## src/rv_core_pkg.sv

```systemverilog
// RV32I core package
// Widths, opcode and function codes, instruction views and pipeline structs
// shared by every stage of the three stage core

package rv_core_pkg;

  ////////////////////////////////////////
  // Widths and reset values
  ////////////////////////////////////////

  localparam int unsigned XLEN       = 32;
  localparam int unsigned REG_ADDR_W = 5;
  localparam logic [XLEN-1:0] RESET_WORD = 32'h0000_0000;

  // Major opcodes kept by this core
  localparam logic [6:0] OPC_OP     = 7'b0110011;
  localparam logic [6:0] OPC_OP_IMM = 7'b0010011;
  localparam logic [6:0] OPC_LUI    = 7'b0110111;
  localparam logic [6:0] OPC_STORE  = 7'b0100011;

  // funct3 codes, ALU group
  localparam logic [2:0] FUNCT3_ADD_SUB = 3'b000;
  localparam logic [2:0] FUNCT3_SLL     = 3'b001;
  localparam logic [2:0] FUNCT3_SLT     = 3'b010;
  localparam logic [2:0] FUNCT3_SLTU    = 3'b011;
  localparam logic [2:0] FUNCT3_XOR     = 3'b100;
  localparam logic [2:0] FUNCT3_SRL_SRA = 3'b101;
  localparam logic [2:0] FUNCT3_OR      = 3'b110;
  localparam logic [2:0] FUNCT3_AND     = 3'b111;
  // Word store only
  localparam logic [2:0] FUNCT3_SW      = 3'b010;
  // Selects SUB and SRA
  localparam logic [6:0] FUNCT7_ALT     = 7'b0100000;

  typedef enum logic [3:0] {
    ALU_ADD, ALU_SUB, ALU_SLL, ALU_SLT, ALU_SLTU, ALU_XOR,
    ALU_SRL, ALU_SRA, ALU_OR, ALU_AND, ALU_PASS_B
  } alu_op_e;

  ////////////////////////////////////////
  // Instruction word views
  ////////////////////////////////////////

  typedef struct packed {
    logic [6:0]            funct7;
    logic [REG_ADDR_W-1:0] rs2;
    logic [REG_ADDR_W-1:0] rs1;
    logic [2:0]            funct3;
    logic [REG_ADDR_W-1:0] rd;
    logic [6:0]            opcode;
  } r_type_t;

  typedef struct packed {
    logic [11:0]           imm;
    logic [REG_ADDR_W-1:0] rs1;
    logic [2:0]            funct3;
    logic [REG_ADDR_W-1:0] rd;
    logic [6:0]            opcode;
  } i_type_t;

  typedef struct packed {
    logic [6:0]            imm_hi;
    logic [REG_ADDR_W-1:0] rs2;
    logic [REG_ADDR_W-1:0] rs1;
    logic [2:0]            funct3;
    logic [4:0]            imm_lo;
    logic [6:0]            opcode;
  } s_type_t;

  typedef struct packed {
    logic [19:0]           imm;
    logic [REG_ADDR_W-1:0] rd;
    logic [6:0]            opcode;
  } u_type_t;

  // Same 32 bits, read by format
  typedef union packed {
    r_type_t r;
    i_type_t i;
    s_type_t s;
    u_type_t u;
  } rv_instr_u;

  ////////////////////////////////////////
  // Pipeline and bus structs
  ////////////////////////////////////////

  typedef struct packed {
    logic      valid;
    rv_instr_u instr;
  } if_id_pipe_t;

  typedef struct packed {
    logic                  valid;
    alu_op_e               alu_op;
    logic [XLEN-1:0]       op_a;
    logic [XLEN-1:0]       op_b;
    logic [XLEN-1:0]       store_data;
    logic [REG_ADDR_W-1:0] rd;
    logic                  rf_we;
    logic                  store;
  } id_ex_pipe_t;

  typedef struct packed {
    logic                  we;
    logic [REG_ADDR_W-1:0] addr;
    logic [XLEN-1:0]       data;
  } rf_wr_t;

  typedef struct packed {
    logic            req;
    logic [XLEN-1:0] addr;
  } instr_req_t;

  // Stores only, so write enable is implied by req
  typedef struct packed {
    logic            req;
    logic [XLEN-1:0] addr;
    logic [XLEN-1:0] wdata;
  } data_req_t;

endpackage

```

## src/rv_core.sv

```systemverilog
// RV32I core top level
// Fetch, decode and execute stages joined to the instruction and data buses

module rv_core (
  input  logic                         clk_i,
  input  logic                         arst_n_i,
  input  logic [rv_core_pkg::XLEN-1:0] boot_addr_i,
  // Instruction bus
  output logic                         instr_req_o,
  output logic [rv_core_pkg::XLEN-1:0] instr_addr_o,
  input  logic                         instr_gnt_i,
  input  logic                         instr_rvalid_i,
  input  logic [rv_core_pkg::XLEN-1:0] instr_rdata_i,
  // Data bus, stores only
  output logic                         data_req_o,
  output logic                         data_we_o,
  output logic [rv_core_pkg::XLEN-1:0] data_addr_o,
  output logic [rv_core_pkg::XLEN-1:0] data_wdata_o,
  input  logic                         data_gnt_i
);

  rv_core_pkg::instr_req_t  instr_req;
  rv_core_pkg::if_id_pipe_t if_id_pipe;
  rv_core_pkg::id_ex_pipe_t id_ex_pipe;
  rv_core_pkg::rf_wr_t      rf_wr;
  rv_core_pkg::data_req_t   data_req;
  logic                     id_ready;
  logic                     ex_ready;

  // Flat bus ports
  assign instr_req_o  = instr_req.req;
  assign instr_addr_o = instr_req.addr;
  assign data_req_o   = data_req.req;
  // Every data request is a store
  assign data_we_o    = data_req.req;
  assign data_addr_o  = data_req.addr;
  assign data_wdata_o = data_req.wdata;

  rv_fetch_stage rv_fetch_stage_inst (
    .clk_i          (clk_i),
    .arst_n_i       (arst_n_i),
    .boot_addr_i    (boot_addr_i),
    .instr_req_o    (instr_req),
    .instr_gnt_i    (instr_gnt_i),
    .instr_rvalid_i (instr_rvalid_i),
    .instr_rdata_i  (instr_rdata_i),
    .id_ready_i     (id_ready),
    .if_id_pipe_o   (if_id_pipe)
  );

  // Writeback feeds both the register file and forwarding
  rv_decode_stage rv_decode_stage_inst (
    .clk_i        (clk_i),
    .arst_n_i     (arst_n_i),
    .if_id_pipe_i (if_id_pipe),
    .id_ready_o   (id_ready),
    .ex_ready_i   (ex_ready),
    .ex_wr_i      (rf_wr),
    .id_ex_pipe_o (id_ex_pipe),
    .wr_i         (rf_wr)
  );

  rv_execute_stage rv_execute_stage_inst (
    .clk_i        (clk_i),
    .arst_n_i     (arst_n_i),
    .id_ex_pipe_i (id_ex_pipe),
    .ex_ready_o   (ex_ready),
    .rf_wr_o      (rf_wr),
    .data_req_o   (data_req),
    .data_gnt_i   (data_gnt_i)
  );

endmodule

```

## src/rv_decode_stage.sv

```systemverilog
// Decode stage
// Decodes the fetched word, reads operands with forwarding from execute
// and loads the decode/execute register

module rv_decode_stage (
  input  logic                     clk_i,
  input  logic                     arst_n_i,
  input  rv_core_pkg::if_id_pipe_t if_id_pipe_i,
  output logic                     id_ready_o,
  input  logic                     ex_ready_i,
  input  rv_core_pkg::rf_wr_t      ex_wr_i,
  output rv_core_pkg::id_ex_pipe_t id_ex_pipe_o,
  input  rv_core_pkg::rf_wr_t      wr_i
);

  rv_core_pkg::rv_instr_u       instr;
  logic [rv_core_pkg::XLEN-1:0] rf_rdata_a;
  logic [rv_core_pkg::XLEN-1:0] rf_rdata_b;
  logic [rv_core_pkg::XLEN-1:0] rs1_val;
  logic [rv_core_pkg::XLEN-1:0] rs2_val;
  logic                         legal;
  rv_core_pkg::id_ex_pipe_t     dec;
  rv_core_pkg::id_ex_pipe_t     id_ex_q;

  // funct3 to ALU op, alt picks SUB or SRA
  function automatic rv_core_pkg::alu_op_e funct3_to_alu(input logic [2:0] f3, input logic alt);
    rv_core_pkg::alu_op_e op;
    case (f3)
      rv_core_pkg::FUNCT3_ADD_SUB: op = alt ? rv_core_pkg::ALU_SUB : rv_core_pkg::ALU_ADD;
      rv_core_pkg::FUNCT3_SLL:     op = rv_core_pkg::ALU_SLL;
      rv_core_pkg::FUNCT3_SLT:     op = rv_core_pkg::ALU_SLT;
      rv_core_pkg::FUNCT3_SLTU:    op = rv_core_pkg::ALU_SLTU;
      rv_core_pkg::FUNCT3_XOR:     op = rv_core_pkg::ALU_XOR;
      rv_core_pkg::FUNCT3_SRL_SRA: op = alt ? rv_core_pkg::ALU_SRA : rv_core_pkg::ALU_SRL;
      rv_core_pkg::FUNCT3_OR:      op = rv_core_pkg::ALU_OR;
      default:                     op = rv_core_pkg::ALU_AND;
    endcase
    return op;
  endfunction

  assign instr = if_id_pipe_i.instr;

  // Register read, rs fields sit at the same place in every format
  rv_register_file rv_register_file_inst (
    .clk_i     (clk_i),
    .arst_n_i  (arst_n_i),
    .raddr_a_i (instr.r.rs1),
    .raddr_b_i (instr.r.rs2),
    .rdata_a_o (rf_rdata_a),
    .rdata_b_o (rf_rdata_b),
    .wr_i      (wr_i)
  );

  // Forward the result retiring in execute this cycle
  assign rs1_val = (ex_wr_i.we && (ex_wr_i.addr == instr.r.rs1) && (instr.r.rs1 != '0))
                   ? ex_wr_i.data : rf_rdata_a;
  assign rs2_val = (ex_wr_i.we && (ex_wr_i.addr == instr.r.rs2) && (instr.r.rs2 != '0))
                   ? ex_wr_i.data : rf_rdata_b;

  ////////////////////////////////////////
  // Decoder
  ////////////////////////////////////////

  always_comb begin
    dec            = '0;
    legal          = 1'b0;
    dec.op_a       = rs1_val;
    dec.store_data = rs2_val;
    dec.rd         = instr.r.rd;
    case (instr.r.opcode)
      rv_core_pkg::OPC_OP: begin
        // ALT only valid on ADD/SUB and SRL/SRA
        legal = (instr.r.funct7 == 7'b0) ||
                ((instr.r.funct7 == rv_core_pkg::FUNCT7_ALT) &&
                 ((instr.r.funct3 == rv_core_pkg::FUNCT3_ADD_SUB) ||
                  (instr.r.funct3 == rv_core_pkg::FUNCT3_SRL_SRA)));
        dec.alu_op = funct3_to_alu(instr.r.funct3, instr.r.funct7 == rv_core_pkg::FUNCT7_ALT);
        dec.op_b   = rs2_val;
        dec.rf_we  = 1'b1;
      end
      rv_core_pkg::OPC_OP_IMM: begin
        // Shift forms carry funct7 in imm[11:5]
        case (instr.i.funct3)
          rv_core_pkg::FUNCT3_SLL:     legal = (instr.r.funct7 == 7'b0);
          rv_core_pkg::FUNCT3_SRL_SRA: legal = (instr.r.funct7 == 7'b0) ||
                                               (instr.r.funct7 == rv_core_pkg::FUNCT7_ALT);
          default:                     legal = 1'b1;
        endcase
        dec.alu_op = funct3_to_alu(instr.i.funct3,
                                   (instr.i.funct3 == rv_core_pkg::FUNCT3_SRL_SRA) &&
                                   (instr.r.funct7 == rv_core_pkg::FUNCT7_ALT));
        dec.op_b   = {{20{instr.i.imm[11]}}, instr.i.imm};
        dec.rf_we  = 1'b1;
      end
      rv_core_pkg::OPC_LUI: begin
        legal      = 1'b1;
        dec.alu_op = rv_core_pkg::ALU_PASS_B;
        dec.op_b   = {instr.u.imm, 12'b0};
        dec.rf_we  = 1'b1;
      end
      rv_core_pkg::OPC_STORE: begin
        // SW only, address is rs1 plus S immediate
        legal      = (instr.s.funct3 == rv_core_pkg::FUNCT3_SW);
        dec.alu_op = rv_core_pkg::ALU_ADD;
        dec.op_b   = {{20{instr.s.imm_hi[6]}}, instr.s.imm_hi, instr.s.imm_lo};
        dec.store  = 1'b1;
      end
      default: legal = 1'b0;
    endcase
    // Unknown words leave as bubbles
    dec.valid = if_id_pipe_i.valid && legal;
  end

  // Execute never stalls on us, decode stalls on execute
  assign id_ready_o = ex_ready_i;

  always_ff @(posedge clk_i or negedge arst_n_i) begin
    if (!arst_n_i) begin
      id_ex_q <= '0;
    end else if (ex_ready_i) begin
      id_ex_q <= dec;
    end
  end

  assign id_ex_pipe_o = id_ex_q;

  a_store_no_rf_write : assert property (
    @(posedge clk_i) disable iff (!arst_n_i)
    id_ex_pipe_o.valid && id_ex_pipe_o.store |-> !id_ex_pipe_o.rf_we
  );

endmodule

```

## src/rv_execute_stage.sv

```systemverilog
// Execute stage
// ALU, register writeback and word store requests on the data bus,
// stores hold the pipe until granted

module rv_execute_stage (
  input  logic                     clk_i,
  input  logic                     arst_n_i,
  input  rv_core_pkg::id_ex_pipe_t id_ex_pipe_i,
  output logic                     ex_ready_o,
  output rv_core_pkg::rf_wr_t      rf_wr_o,
  output rv_core_pkg::data_req_t   data_req_o,
  input  logic                     data_gnt_i
);

  logic [rv_core_pkg::XLEN-1:0] op_a;
  logic [rv_core_pkg::XLEN-1:0] op_b;
  logic [4:0]                   shamt;
  logic [rv_core_pkg::XLEN-1:0] alu_result;
  logic                         store_pending;

  assign op_a  = id_ex_pipe_i.op_a;
  assign op_b  = id_ex_pipe_i.op_b;
  // Shift amount from low bits, reg or imm
  assign shamt = op_b[4:0];

  ////////////////////////////////////////
  // ALU
  ////////////////////////////////////////

  always_comb begin
    case (id_ex_pipe_i.alu_op)
      rv_core_pkg::ALU_ADD:    alu_result = op_a + op_b;
      rv_core_pkg::ALU_SUB:    alu_result = op_a - op_b;
      rv_core_pkg::ALU_SLL:    alu_result = op_a << shamt;
      // Set-less-than, signed then unsigned
      rv_core_pkg::ALU_SLT:    alu_result = {31'b0, $signed(op_a) < $signed(op_b)};
      rv_core_pkg::ALU_SLTU:   alu_result = {31'b0, op_a < op_b};
      rv_core_pkg::ALU_XOR:    alu_result = op_a ^ op_b;
      rv_core_pkg::ALU_SRL:    alu_result = op_a >> shamt;
      rv_core_pkg::ALU_SRA:    alu_result = $unsigned($signed(op_a) >>> shamt);
      rv_core_pkg::ALU_OR:     alu_result = op_a | op_b;
      rv_core_pkg::ALU_AND:    alu_result = op_a & op_b;
      // LUI, immediate already shifted in decode
      rv_core_pkg::ALU_PASS_B: alu_result = op_b;
      default:                 alu_result = '0;
    endcase
  end

  ////////////////////////////////////////
  // Writeback
  ////////////////////////////////////////

  // ALU ops retire in their execute cycle
  assign rf_wr_o.we   = id_ex_pipe_i.valid && id_ex_pipe_i.rf_we;
  assign rf_wr_o.addr = id_ex_pipe_i.rd;
  assign rf_wr_o.data = alu_result;

  ////////////////////////////////////////
  // Store path
  ////////////////////////////////////////

  assign store_pending = id_ex_pipe_i.valid && id_ex_pipe_i.store;

  // Address from the ALU adder
  assign data_req_o.req   = store_pending;
  assign data_req_o.addr  = alu_result;
  assign data_req_o.wdata = id_ex_pipe_i.store_data;

  // Store retires on grant, no wait for a response
  assign ex_ready_o = !store_pending || data_gnt_i;

  // Held by the decode/execute register while stalled
  a_store_req_stable : assert property (
    @(posedge clk_i) disable iff (!arst_n_i)
    data_req_o.req && !data_gnt_i |=>
      data_req_o.req && $stable(data_req_o.addr) && $stable(data_req_o.wdata)
  );

endmodule

```

## src/rv_fetch_stage.sv

```systemverilog
// Fetch stage
// Issues instruction bus requests, one at a time, and holds the
// returned word until decode takes it

module rv_fetch_stage (
  input  logic                         clk_i,
  input  logic                         arst_n_i,
  input  logic [rv_core_pkg::XLEN-1:0] boot_addr_i,
  output rv_core_pkg::instr_req_t      instr_req_o,
  input  logic                         instr_gnt_i,
  input  logic                         instr_rvalid_i,
  input  logic [rv_core_pkg::XLEN-1:0] instr_rdata_i,
  input  logic                         id_ready_i,
  output rv_core_pkg::if_id_pipe_t     if_id_pipe_o
);

  // PC of the next request, valid once booted
  logic [rv_core_pkg::XLEN-1:0] pc_q;
  logic                         booted_q;
  // Granted, read-valid still due
  logic                         outstanding_q;
  logic [rv_core_pkg::XLEN-1:0] fetch_addr;
  logic                         fetch_req;
  rv_core_pkg::if_id_pipe_t     if_id_q;

  ////////////////////////////////////////
  // Request side
  ////////////////////////////////////////

  // First request goes to the boot address
  assign fetch_addr = booted_q ? pc_q : boot_addr_i;

  // Only request when the fetch register will be free at read-valid
  // Once raised, the register stays empty until the answer, so req holds
  assign fetch_req = !outstanding_q && (!if_id_q.valid || id_ready_i);

  assign instr_req_o.req  = fetch_req;
  assign instr_req_o.addr = fetch_addr;

  always_ff @(posedge clk_i or negedge arst_n_i) begin
    if (!arst_n_i) begin
      pc_q          <= rv_core_pkg::RESET_WORD;
      booted_q      <= 1'b0;
      outstanding_q <= 1'b0;
    end else begin
      if (fetch_req && instr_gnt_i) begin
        // No branches, PC only steps by a word
        pc_q          <= fetch_addr + rv_core_pkg::XLEN'(4);
        booted_q      <= 1'b1;
        outstanding_q <= 1'b1;
      end else if (instr_rvalid_i) begin
        outstanding_q <= 1'b0;
      end
    end
  end

  ////////////////////////////////////////
  // Fetch register
  ////////////////////////////////////////

  always_ff @(posedge clk_i or negedge arst_n_i) begin
    if (!arst_n_i) begin
      if_id_q <= '0;
    end else begin
      if (instr_rvalid_i) begin
        if_id_q.valid <= 1'b1;
        if_id_q.instr <= instr_rdata_i;
      end else if (id_ready_i) begin
        // Word consumed by decode
        if_id_q.valid <= 1'b0;
      end
    end
  end

  assign if_id_pipe_o = if_id_q;

  // Pending request keeps its address until grant
  a_instr_addr_stable : assert property (
    @(posedge clk_i) disable iff (!arst_n_i)
    instr_req_o.req && !instr_gnt_i |=> instr_req_o.req && $stable(instr_req_o.addr)
  );

endmodule

```

## src/rv_register_file.sv

```systemverilog
// Integer register file
// Registers x1 to x31, two read ports and one write port, x0 reads zero

module rv_register_file (
  input  logic                               clk_i,
  input  logic                               arst_n_i,
  input  logic [rv_core_pkg::REG_ADDR_W-1:0] raddr_a_i,
  input  logic [rv_core_pkg::REG_ADDR_W-1:0] raddr_b_i,
  output logic [rv_core_pkg::XLEN-1:0]       rdata_a_o,
  output logic [rv_core_pkg::XLEN-1:0]       rdata_b_o,
  input  rv_core_pkg::rf_wr_t                wr_i
);

  // No storage behind x0
  logic [rv_core_pkg::XLEN-1:0] regs_q [1:31];

  always_ff @(posedge clk_i or negedge arst_n_i) begin
    if (!arst_n_i) begin
      for (int i = 1; i < 32; i++) begin
        regs_q[i] <= rv_core_pkg::RESET_WORD;
      end
    end else begin
      // Writes to x0 dropped
      if (wr_i.we && (wr_i.addr != '0)) begin
        regs_q[wr_i.addr] <= wr_i.data;
      end
    end
  end

  // Combinational read, same cycle writes come in through forwarding
  assign rdata_a_o = (raddr_a_i == '0) ? '0 : regs_q[raddr_a_i];
  assign rdata_b_o = (raddr_b_i == '0) ? '0 : regs_q[raddr_b_i];

endmodule

```

## config.mk

```make
export PLATFORM = sky130hd
export DESIGN_NAME = rv_core
export DESIGN_NICKNAME = d
export VERILOG_FILES = /design/src/rv_core_pkg.sv /design/src/rv_core.sv /design/src/rv_decode_stage.sv /design/src/rv_execute_stage.sv /design/src/rv_fetch_stage.sv /design/src/rv_register_file.sv
export SDC_FILE = /design/constraint.sdc
export NUM_CORES = 2
export LEC_CHECK = 0
export BUFFER_PORTS_ARGS = -buffer_cell sky130_fd_sc_hd__buf_2
export CORE_MARGIN = 10
export CORE_UTILIZATION = 35
export CTS_CLUSTER_DIAMETER = 100
export DETAILED_ROUTE_END_ITERATION = 12
export GPL_ROUTABILITY_DRIVEN = 1
export GPL_TIMING_DRIVEN = 0
export HOLD_SLACK_MARGIN = 0.08
export PLACE_DENSITY_LB_ADDON = 0.2
export RECOVER_POWER = 50
export SETUP_SLACK_MARGIN = 0.1
export SYNTH_ARGS = -nofsm -noshare
export SYNTH_HDL_FRONTEND = slang
export SYNTH_SLANG_ARGS = --single-unit
```

## constraint.sdc

```tcl
create_clock -name clk_i -period 6 [get_ports clk_i]
set_clock_uncertainty 0.1 [all_clocks]
set_input_delay 1.2 -clock clk_i [delete_from_list [all_inputs] [get_ports clk_i]]
set_output_delay 1.2 -clock clk_i [all_outputs]
set_load 0.005 [all_outputs]
```

==> flow_summary.json <==
{
  "outcome": "finished with violations",
  "violations": "max-capacitance violations, max-slew violations, negative setup slack",
  "synth_area_sq_um": 69100,
  "insertion_delay_ns": 0.85,
  "first_global_vias": 60930,
  "synth_cell_types": 98,
  "ios": 168,
  "hpwl_mm": 272,
  "h-tree-depth": 4,
  "async_flop_share_pct": 100,
  "dr.pass1.iters": 8,
  "path_cells": "clkbuf_2 > clkbuf_1 > clkbuf_2 > clkbuf_1 > mux4_2 > mux4_2 > mux2i_1 > o221ai_1 > o21a_1",
  "die_w_microns": 464,
  "drtIter0Drc": 7178,
  "hold_path_class": "in -> async",
  "layout.nets": 7331,
  "cp-end-kind": "flip-flop",
  "cts.clk_slew.worst_paths_ns": 0.06,
  "core_region_area_sq_um": 197000,
  "placed_cells": 9488,
  "ys_seq_area_share_pct": 42.3,
  "total_power_mw": 19.4,
  "gr-total-overflow": 0,
  "final_cells": 9911,
  "final_area_sq_um": 81700,
  "maxCapViolations": 9,
  "die-area_sq_um": 216000,
  "r2r_slack_ns": -0.09,
  "grt_usage_pct": 32.1,
  "avgViaCountPerCell": 6.23,
  "die_y_microns": 464,
  "p_leak_nw": 34.4,
  "synthFlopType": "dfrtp_1",
  "final-max-slew-violation-count": 323,
  "cts_root_buffer": "clkbuf_16",
  "fmax_mhz": 164,
  "tns_ns": -0.186,
  "worstSetupPathType": "reg -> reg",
  "worstMarginPinSlew_ns": 3.18,
  "ant_nets": 0,
  "setup_violations": 3,
  "numCtsBuffers": 139,
  "routabilityCongestion": 1.02,
  "pre_cts_ws_ns": -3.24,
  "cts_sinks": 1167,
  "finalHoldViolCount": 0,
  "io_buffers": 166,
  "grt_max_degree": 153,
  "grt_pass1_wl_mm": 489,
  "cp_data_required_time_ns": 6.61,
  "yosys_warnings": 0,
  "synthCells": 6669,
  "crit_arrival_ns": 6.70,
  "drive_above_1_share_pct": 24.5,
  "power.density_nw_per_um2": 238,
  "wl_per_cell_microns": 36.0,
  "synth-edff-count": 0,
  "dpl-instance-area_sq_um": 73500,
  "fp-row-count": 163,
  "route.detailed.drc": 0,
  "clk_path_buf_depth": 3,
  "worst_path_largest_cell_delay_ns": 1.07,
  "postSynthAreaPerCell_sq_um": 10.4,
  "antenna_found_initial": 17,
  "vias": 61737,
  "initial_core_util_pct": 35.1,
  "rsz0062_at_grt": "true",
  "period_share_pct": 101,
  "cts_tree": "yes",
  "area_delta_synth_final_pct": 18.3,
  "min_period_ns": 6.09,
  "syn-num-nets": 6845,
  "setup_ws_ns": -0.0859,
  "relSlewSlack_pct": -112,
  "crit_path_top_delay_cell": "clkbuf_1",
  "ir_drop_uv": 311,
  "ys_seq_elements": 1167,
  "wirelength_mm": 357,
  "cp-start-kind": "flip-flop",
  "worstPathMaxFanout": 10
}
[synthesized netlist by cell type, types with 48 or more instances]
cell,n,area [sq um]
dfrtp_1,1167,29200
nor2_1,795,2980
nand2_1,773,2900
a21oi_1,768,3840
mux4_2,617,13900
o21ai_0,613,3070
clkbuf_1,457,1720
inv_1,145,544
mux2_2,141,1590
mux2i_1,110,1100
ha_1,105,1310
buf_2,94,470
buf_1,73,274
o221ai_1,59,517
a22o_1,48,420
o211ai_1,48,360
[worst max-delay path, delay by kind of cell (launching register included)]
kind / cells / cell delay (ns)
buf+inv: 4 / 3.30
mux: 3 / 1.39
compound gates: 2 / 0.80
flops: 1 / 0.34
[kinds of logic (layout without fill, tap and decap cells)]
group	Yosys count	in the layout	share of synthesized area [%]
AOI/OAI and AO/OA	1839	1839	15.5
xor gates and xnor gates	35	35	0.444
adders and majority gates	107	107	1.96
buffers and inverters	816	1407	4.86
DFF	1167	1167	42.3
muxes	868	868	24.0
other	0	11	0
and+or+nand+nor	1837	1837	11.0
[final cells by class]
type,instances,area [sq um]
timing repair buffer,364,2810
antenna,11,27.5
multi-input combinational,4686,37800
clock inverter,49,726
inverter,147,618
clock buffer,197,3930
buffer,650,3260
sequential,1167,29300
fill,19363,115000
tap,2640,3300
[where the power goes]
group	internal [mW]	total, mW	leakage, nW	switching (mW)
Combinational	0.803	2.51	16.0	1.70
Sequential	7.99	8.10	16.1	0.114
Clock	5.05	8.80	2.26	3.76
[timing repair]
action                                   CTS  global route
setup buffers                            131            50
pin swaps                                 78            52
hold buffers                               0             0
resized for setup                        470           126
gates cloned                               0             1
endpoints found under the setup margin  1084            33
[layer usage]
metal  global-route usage (%)  vias up  wire [microns]
met3                     8.10     1044           32600
met5                        0        -              88
met1                     38.7    31666          131000
li1                         -    25337               -
met2                     50.8     3680          163000
met4                     21.2       10           29700
[path summary, 6_finish.rpt]
check | start | end | cells after the start
setup / recovery | rv_fetch_stage_inst.if_id_pipe_o[21] | rv_decode_stage_inst.id_ex_pipe_o[27] | 9
hold / removal | arst_n_i | async pin | 1
setup reg to reg | rv_fetch_stage_inst.if_id_pipe_o[21] | rv_decode_stage_inst.id_ex_pipe_o[27] | 9
hold reg to reg | rv_decode_stage_inst.id_ex_pipe_o[13] | rv_decode_stage_inst.id_ex_pipe_o[13] | 2
max in group asynchronous | arst_n_i | rv_fetch_stage_inst.pc_q[8] | 6
min in group clk_i | rv_decode_stage_inst.id_ex_pipe_o[13] | rv_decode_stage_inst.id_ex_pipe_o[13] | 2
[flip-flops by register name, summed over array words and instances, names as in the netlist]
signal / cells
rv_fetch_stage_inst.booted_q: 1
rv_fetch_stage_inst.if_id_pipe_o: 33
rv_decode_stage_inst.rv_register_file_inst.regs_q: 992
rv_fetch_stage_inst.outstanding_q: 1
rv_fetch_stage_inst.pc_q: 32
rv_decode_stage_inst.id_ex_pipe_o: 108
[through the flow]
step,hold slack (ns),util [%]
floorplan,0.344,-
global placement,0.364,37.2
detailed placement,0.368,37.4
CTS,0.158,41.2
global route,0.183,41.5
finish,0.169,41.5
[layout by cell type (no fill, tap or decap), types with 26 or more instances in the layout]
master     instances
clkbuf_4          42
a22o_1            48
buf_1             42
nand2_1          767
inv_1            126
dfrtp_1         1136
a21oi_1          741
ha_1              92
o21ai_0          596
clkbuf_2          50
mux2_2           139
mux4_2           617
o21ai_1           29
nor3_1            40
mux2i_1           98
nand2b_1          32
nor2_1           786
clkbuf_8          26
clkbuf_16        143
buf_2            218
o221ai_1          57
buf_6             36
nand3_1           40
clkbuf_1         436
buf_4            169
o211ai_1          48
No activity file was read; power rests on OpenSTA's default activity.
